[src/video_pkg.sv]
package video_pkg;

	typedef logic [8:0] pos_t;              // Screen coordinate
	typedef logic [2:0] rgb_t;              // Bit order {b, g, r}

	typedef struct packed {
		pos_t hpos;
		pos_t vpos;
		logic display_on;
		logic hsync;                        // Active low
		logic vsync;                        // Active low
	} beam_t;

	typedef struct packed {
		pos_t y;
		pos_t x;
	} sprite_pos_t;

	typedef struct packed {
		logic [9:0] spare;                  // Ignored
		rgb_t       bg;
		rgb_t       color;
		logic       flip_y;
		logic       enable;
	} sprite_attr_t;

	// Host write word, meaning depends on the register address
	typedef union packed {
		sprite_pos_t  pos;
		sprite_attr_t attr;
	} reg_word_u;

	typedef struct packed {
		sprite_pos_t  pos;
		sprite_attr_t attr;
	} sprite_cfg_t;

	typedef struct packed {
		logic hsync;
		logic vsync;
		logic display_on;
		rgb_t rgb;
	} video_out_t;

	parameter logic REG_POS  = 1'b0;
	parameter logic REG_ATTR = 1'b1;

	parameter pos_t SPRITE_SIZE = 9'd16;
	parameter int   RENDER_LAT  = 2;        // Beam to video delay in cycles

endpackage

[src/video_timing.sv]
`timescale 1ns/1ps

module video_timing import video_pkg::*; #(
	parameter pos_t H_DISPLAY,
	parameter pos_t H_SYNC_START,
	parameter pos_t H_SYNC_END,
	parameter pos_t H_TOTAL,
	parameter pos_t V_DISPLAY,
	parameter pos_t V_SYNC_START,
	parameter pos_t V_SYNC_END,
	parameter pos_t V_TOTAL
) (
	input  logic  clk25,
	input  logic  rst_n,
	output beam_t beam
);

	pos_t hpos;
	pos_t vpos;
	logic h_last;
	logic v_last;
	logic h_in_sync;
	logic v_in_sync;

	assign h_last = (hpos == H_TOTAL - 9'd1);    // Last pixel of the line
	assign v_last = (vpos == V_TOTAL - 9'd1);    // Last line of the frame

	always_ff @(posedge clk25) begin
		if (!rst_n) begin
			hpos <= '0;
		end else if (h_last) begin
			hpos <= '0;
		end else begin
			hpos <= hpos + 9'd1;
		end
	end

	// Line counter steps once per line
	always_ff @(posedge clk25) begin
		if (!rst_n) begin
			vpos <= '0;
		end else if (h_last) begin
			if (v_last) begin
				vpos <= '0;
			end else begin
				vpos <= vpos + 9'd1;
			end
		end
	end

	assign h_in_sync = (hpos >= H_SYNC_START) && (hpos < H_SYNC_END);
	assign v_in_sync = (vpos >= V_SYNC_START) && (vpos < V_SYNC_END);

	always_comb begin
		beam.hpos       = hpos;
		beam.vpos       = vpos;
		beam.display_on = (hpos < H_DISPLAY) && (vpos < V_DISPLAY);
		beam.hsync      = !h_in_sync;        // Low during the sync pulse
		beam.vsync      = !v_in_sync;
	end

endmodule

[src/sprite_regs.sv]
`timescale 1ns/1ps

module sprite_regs import video_pkg::*; (
	input  logic        clk25,
	input  logic        rst_n,
	input  logic        reg_wr,
	input  logic        reg_addr,
	input  reg_word_u   reg_wdata,
	input  beam_t       beam,
	output sprite_cfg_t cfg
);

	sprite_pos_t  pend_pos;
	sprite_attr_t pend_attr;
	logic         frame_start;

	// Beam sits on the first pixel of a frame
	assign frame_start = (beam.hpos == '0) && (beam.vpos == '0);

	// Host writes only touch the pending copy
	always_ff @(posedge clk25) begin
		if (!rst_n) begin
			pend_pos  <= '0;
			pend_attr <= '0;
		end else if (reg_wr) begin
			if (reg_addr == REG_POS) begin
				pend_pos <= reg_wdata.pos;
			end else begin
				pend_attr <= reg_wdata.attr;      // REG_ATTR
			end
		end
	end

	// Active copy only moves at frame start, so a frame never tears.
	// A write landing in the same cycle waits for the next frame.
	always_ff @(posedge clk25) begin
		if (!rst_n) begin
			cfg <= '0;                             // Disabled, black, at (0,0)
		end else if (frame_start) begin
			cfg.pos  <= pend_pos;
			cfg.attr <= pend_attr;
		end
	end

endmodule

[src/sprite_rom.sv]
`timescale 1ns/1ps

module sprite_rom (
	input  logic       clk25,
	input  logic [3:0] row,
	output logic [7:0] bits
);

	// Left half of the car, bit 0 is the outer column
	localparam logic [7:0] CAR_ROWS [0:15] = '{
		8'b0000_0000,
		8'b0000_1100,
		8'b1100_1100,
		8'b1111_1100,
		8'b1110_1100,
		8'b1110_0000,
		8'b0110_0000,
		8'b0111_0000,
		8'b0011_0000,
		8'b0011_0000,
		8'b0011_0000,
		8'b0110_1110,
		8'b1110_1110,
		8'b1111_1110,
		8'b1110_1110,
		8'b0010_1110
	};

	always_ff @(posedge clk25) begin
		bits <= CAR_ROWS[row];                     // Second render stage
	end

endmodule

[src/sprite_render.sv]
`timescale 1ns/1ps

module sprite_render import video_pkg::*; (
	input  logic        clk25,
	input  logic        rst_n,
	input  beam_t       beam,
	input  sprite_cfg_t cfg,
	output video_out_t  video
);

	typedef struct packed {
		logic       hsync;
		logic       vsync;
		logic       display_on;
		logic       enable;
		logic       hit;
		logic [2:0] idx;                           // Bit within the ROM row
		rgb_t       color;
		rgb_t       bg;
	} stage1_t;

	pos_t       dx;
	pos_t       dy;
	logic       hit;
	logic [3:0] row;
	logic [2:0] idx;
	logic [7:0] rom_bits;
	stage1_t    s1;
	rgb_t       pix;

	// Offsets wrap modulo 512, anything left of or above the sprite is large
	assign dx  = beam.hpos - cfg.pos.x;
	assign dy  = beam.vpos - cfg.pos.y;
	assign hit = (dx < SPRITE_SIZE) && (dy < SPRITE_SIZE);

	assign row = cfg.attr.flip_y ? 4'd15 - dy[3:0] : dy[3:0];

	// Mirror the 8-bit row into 16 columns, columns 8..15 map to 7..0
	assign idx = dx[3] ? ~dx[2:0] : dx[2:0];

	sprite_rom rom0 (
		.clk25 (clk25),
		.row   (row),
		.bits  (rom_bits)
	);

	always_ff @(posedge clk25) begin
		if (!rst_n) begin
			s1            <= '0;
			s1.hsync      <= 1'b1;                 // Syncs idle high
			s1.vsync      <= 1'b1;
		end else begin
			s1.hsync      <= beam.hsync;
			s1.vsync      <= beam.vsync;
			s1.display_on <= beam.display_on;
			s1.enable     <= cfg.attr.enable;
			s1.hit        <= hit;
			s1.idx        <= idx;
			s1.color      <= cfg.attr.color;
			s1.bg         <= cfg.attr.bg;
		end
	end

	// ROM row arrives together with the stage 1 registers
	always_comb begin
		if (!s1.display_on) begin
			pix = '0;                              // Blanking stays black
		end else if (s1.enable && s1.hit && rom_bits[s1.idx]) begin
			pix = s1.color;
		end else begin
			pix = s1.bg;
		end
	end

	always_ff @(posedge clk25) begin
		if (!rst_n) begin
			video.hsync      <= 1'b1;
			video.vsync      <= 1'b1;
			video.display_on <= 1'b0;
			video.rgb        <= '0;
		end else begin
			video.hsync      <= s1.hsync;
			video.vsync      <= s1.vsync;
			video.display_on <= s1.display_on;
			video.rgb        <= pix;
		end
	end

endmodule

[src/sprite_video_top.sv]
`timescale 1ns/1ps

module sprite_video_top import video_pkg::*; #(
	parameter pos_t H_DISPLAY    = 9'd256,
	parameter pos_t H_SYNC_START = 9'd272,
	parameter pos_t H_SYNC_END   = 9'd304,
	parameter pos_t H_TOTAL      = 9'd320,
	parameter pos_t V_DISPLAY    = 9'd240,
	parameter pos_t V_SYNC_START = 9'd244,
	parameter pos_t V_SYNC_END   = 9'd247,
	parameter pos_t V_TOTAL      = 9'd262
) (
	input  logic       clk25,
	input  logic       rst_n,
	input  logic       reg_wr,                 // One write per high cycle
	input  logic       reg_addr,
	input  reg_word_u  reg_wdata,
	output video_out_t video
);

	beam_t       beam;
	sprite_cfg_t cfg;

	video_timing #(
		.H_DISPLAY    (H_DISPLAY),
		.H_SYNC_START (H_SYNC_START),
		.H_SYNC_END   (H_SYNC_END),
		.H_TOTAL      (H_TOTAL),
		.V_DISPLAY    (V_DISPLAY),
		.V_SYNC_START (V_SYNC_START),
		.V_SYNC_END   (V_SYNC_END),
		.V_TOTAL      (V_TOTAL)
	) timing0 (
		.clk25 (clk25),
		.rst_n (rst_n),
		.beam  (beam)
	);

	sprite_regs regs0 (
		.clk25     (clk25),
		.rst_n     (rst_n),
		.reg_wr    (reg_wr),
		.reg_addr  (reg_addr),
		.reg_wdata (reg_wdata),
		.beam      (beam),
		.cfg       (cfg)
	);

	// Two-cycle pipeline from beam to video
	sprite_render render0 (
		.clk25 (clk25),
		.rst_n (rst_n),
		.beam  (beam),
		.cfg   (cfg),
		.video (video)
	);

endmodule

[config.mk]
export PLATFORM = sky130hd
export DESIGN_NAME = sprite_video_top
export DESIGN_NICKNAME = d
export VERILOG_FILES = /design/src/video_pkg.sv /design/src/video_timing.sv /design/src/sprite_regs.sv /design/src/sprite_rom.sv /design/src/sprite_render.sv /design/src/sprite_video_top.sv
export SDC_FILE = /design/constraint.sdc
export NUM_CORES = 1
export LEC_CHECK = 0
export BUFFER_PORTS_ARGS = -buffer_cell sky130_fd_sc_hd__buf_2
export CORE_AREA = 3 3 129 131
export DETAILED_ROUTE_END_ITERATION = 7
export DIE_AREA = 0 0 132 134
export GPL_ROUTABILITY_DRIVEN = 0
export PLACE_DENSITY_LB_ADDON = 0.08
export SYNTH_ARGS = -nofsm -noshare
export SYNTH_HDL_FRONTEND = slang
export SYNTH_SLANG_ARGS = --single-unit
[constraint.sdc]
create_clock -name clk25 -period 3.3 [get_ports clk25]
set_input_delay 0.66 -clock clk25 [delete_from_list [all_inputs] [get_ports clk25]]
set_output_delay 0.66 -clock clk25 [all_outputs]
set_load 0.005 [all_outputs]
==> summary.txt <==
YOSYS
---------------------------------------------------------------------------
Top cell type's share of synthesized area                            41.42%
Seq cells post-synth                                                     96
Sequential cell area fraction in the yosys report                    41.42%
Netlist cell types                                                       51
Cell area after synthesis                                          4639 µm²
Cell types with the highest counts after synthesis             sky130_fd_sc_hd__dfxtp_1 (96), sky130_fd_sc_hd__nand2_1 (63), sky130_fd_sc_hd__nor2b_1 (36)
Synth warn                                                                0
Number of flops mapped to enable cells by yosys                           0
Synth top area cells                                           sky130_fd_sc_hd__dfxtp_1 (41%), sky130_fd_sc_hd__mux2i_1 (6.5%), sky130_fd_sc_hd__ha_1 (5.9%)
Gate Count Post-Synth                                                   512
Top flip-flop cell by instance count after synthesis           sky130_fd_sc_hd__dfxtp_1
Most frequent cell after synthesis                             sky130_fd_sc_hd__dfxtp_1
Synth Net Count                                                         558
Post-synthesis async set-or-reset flop share                             0%
Average size of a mapped cell                                     9.061 µm²
Leading area contributor after synthesis                       sky130_fd_sc_hd__dfxtp_1

STA
---------------------------------------------------------------------------
Max-Slew Margin vs Limit                                             48.08%
Highest Clock Rate                                                341.7 MHz
Number of failing setup endpoints in the final timing report              0
Final Max Tran Viols                                                      0
Fin Setup TNS                                                          0 ns
Worst clock skew                                                0.007287 ns
Part of the cycle the worst path needs                               88.69%
RSZ-0062 raised after global routing                                  false
Hold violation total from the final report                                0
Pin slew with the least headroom to its limit                     0.7787 ns
Worst hold slack                                                  0.4112 ns
Min cycle time layout                                              2.927 ns
Setup slack after layout                                          0.3734 ns

PLACE
---------------------------------------------------------------------------
Dpl hpwl                                                            7702 µm
Placement Cell Area                                                5002 µm²
Count of input and output buffers                                        27
Minimum setup slack after placement                               0.3710 ns

FLOORPLANNING
---------------------------------------------------------------------------
Standard-cell row count                                                  46
Overall die area                                                  17690 µm²
X dimension of the die                                               132 µm
Core area                                                         15710 µm²
Starting Density                                                     29.53%
Vertical die dimension                                               134 µm
IO Count                                                                 28

SETUP PATH
---------------------------------------------------------------------------
Endpoint of the most critical setup path                       render0.s1[9]
Maximum fanout count along the critical path                              6
End of the worst register-to-register path                     render0.s1[9]
R2R Path Start                                                 timing0.vpos[0]
Cells on worst reg2reg path                                               9
WP data required                                                    3.55 ns
R2R setup slack                                                     0.37 ns
Worst path arrival time                                             3.18 ns
Kind of start point of the critical path                           register
Crit. Startpoint                                               timing0.vpos[0]
Worst Setup Path Type                                          register to register
Critical path capture point type                                   register

FINISH
---------------------------------------------------------------------------
Growth of design area from synthesis to finish                       14.62%
Share of post-route cells with drive strength above 1                10.76%
Layout filler cell count                                               1666
Final Net Count                                                         580
Final non-filler cell area                                         5318 µm²
# diodes                                                                  0

GRT
---------------------------------------------------------------------------
Initial antenna violation count                                           0
GR Overflow Total                                                         0
Maximum number of pins on one net before global-route repair             76
Global-route wire length before repair                             17690 µm
Vias in the first global route                                         3550
Global Route Usage Sum                                               12.59%

CLOCK NETWORK
---------------------------------------------------------------------------
Number of hold-repair buffers added at the cts stage                      0
Setup Fix Bufs, Post-CTS                                                  0
CTS HTree Levels                                                          3
Number of instances resized during post-cts repair                        0
Clock Root Buffer                                              sky130_fd_sc_hd__clkbuf_16
Sink count of the clock tree                                             96
Clock slew at reported path FFs                                     0.07 ns
Clk Latency, worst-skew pair                                        0.35 ns
Number of buffers created by CTS                                          9
Clock tree from TritonCTS                                             built
Number of buffers on the longest clock path                               2

MIN PATH
---------------------------------------------------------------------------
Hold WC Path Type                                              register to register

POWER
---------------------------------------------------------------------------
Leak                                                               2.051 nW
Worst supply voltage drop on vdd                                  0.2306 mV
Cell Pwr Density                                               507.9 nW/µm²
Design Power                                                       2.701 mW

OUTCOME
---------------------------------------------------------------------------
Run status                                                     finished, final reports clean

DETAILED ROUTING
---------------------------------------------------------------------------
Number of iterations in the first detailed-routing pass                   4
First-iteration detailed-routing DRC count                               95
Post-detailed-route count of antenna-violating nets                       0
Drt drc                                                                   0
Via count                                                              3443
Ratio of routed vias to standard cells                                4.560
Routed length per instance                                         13.96 µm
Total routed wirelength                                            10540 µm

FLOW RUN
---------------------------------------------------------------------------
MaxCap Viol Count                                                         0

[worst max-delay path, stage by stage (launching register included)]
cell,delay [ns]
sky130_fd_sc_hd__dfxtp_1,0.43
sky130_fd_sc_hd__inv_1,0.12
sky130_fd_sc_hd__ha_1,0.24
sky130_fd_sc_hd__fa_1,0.44
sky130_fd_sc_hd__nor2b_4,0.14
sky130_fd_sc_hd__o31ai_2,0.07
sky130_fd_sc_hd__xnor2_1,0.14
sky130_fd_sc_hd__a2111o_1,0.38
sky130_fd_sc_hd__or4_1,0.54
sky130_fd_sc_hd__a2111oi_2,0.33
[cells in the final DEF (no fill, tap or decap), types with 12 or more instances in the layout]
cell type | synthesis | routed
sky130_fd_sc_hd__nand2_1 | 63 | 63
sky130_fd_sc_hd__xnor2_1 | 16 | 16
sky130_fd_sc_hd__xor2_1 | 13 | 13
sky130_fd_sc_hd__dfxtp_1 | 96 | 96
sky130_fd_sc_hd__mux2i_1 | 30 | 30
sky130_fd_sc_hd__buf_2 | 1 | 27
sky130_fd_sc_hd__nor2_1 | 27 | 27
sky130_fd_sc_hd__ha_1 | 22 | 22
sky130_fd_sc_hd__nor2b_1 | 36 | 36
sky130_fd_sc_hd__a21oi_1 | 12 | 12
sky130_fd_sc_hd__a21boi_0 | 28 | 28
sky130_fd_sc_hd__nand3_1 | 17 | 17
sky130_fd_sc_hd__and2_1 | 14 | 14
sky130_fd_sc_hd__inv_1 | 23 | 23
[layer usage]
| metal | global-route usage (%) | routed length (µm) | vias up |
|---|---|---|---|
| li1 | - | - | 1810 |
| met1 | 15.90 | 5264 | 1585 |
| met2 | 20.70 | 4769 | 31 |
| met3 | 2.701 | 238 | 17 |
| met4 | 5.718 | 269 | 0 |
| met5 | 0 | 0 | - |
[worst min-delay path by stage]
stage	endpoint	slack, ns	from	cells after the start
after global routing	render0.video[4]	0.43	render0.s1[12]	1
after global placement	render0.video[5]	0.39	render0.s1[13]	1
after CTS	render0.video[5]	0.42	render0.s1[13]	1
after floorplan	render0.video[4]	0.39	render0.s1[12]	1
after detailed placement	render0.video[5]	0.40	render0.s1[13]	1
final	render0.video[4]	0.41	render0.s1[12]	1
[cells by family (layout without fill, tap and decap cells)]
family	count (synthesis)	in the layout	share of synthesized area, %
flip-flops	96	96	41.42
adder cells (fa/ha/maj)	24	24	6.796
XOR/XNOR	29	29	5.475
AND/OR/NAND/NOR	198	198	21.55
AO/OA/AOI/OAI	87	87	13.48
buffers and inverters	44	71	3.587
multiplexers	34	34	7.686
[power by group]
part | total (mW) | internal, mW | switching, mW
Sequential | 1.25 | 1.22 | 0.0315
Combinational | 0.360 | 0.168 | 0.192
Clock | 1.09 | 0.633 | 0.462
[flip-flops by register name (all words and copies together) (netlist names)]
signal             cells
render0.s1            14
render0.rom0.bits      6
regs0.cfg             26
timing0.hpos           9
timing0.vpos           9
render0.video          6
regs0.pend_pos        18
regs0.pend_attr        8
[area by class of cell]
type,count,area (µm²),area share (%)
Clock inverter,5,62.56,1.176
Inverter,23,86.33,1.624
Tap cell,216,270.3,5.082
Timing Repair Buffer,32,172.7,3.247
Multi-Input combinational cell,372,2551,47.98
Clock buffer,11,252.7,4.753
Sequential cell,96,1922,36.14
[stage by stage]
step	cells	util, %
after CTS	755	33.84
after floorplan	512	-
after detailed placement	739	31.84
final	755	33.84
after global routing	755	33.84
after global placement	739	31.84
Power figures use the tool's default switching activity.
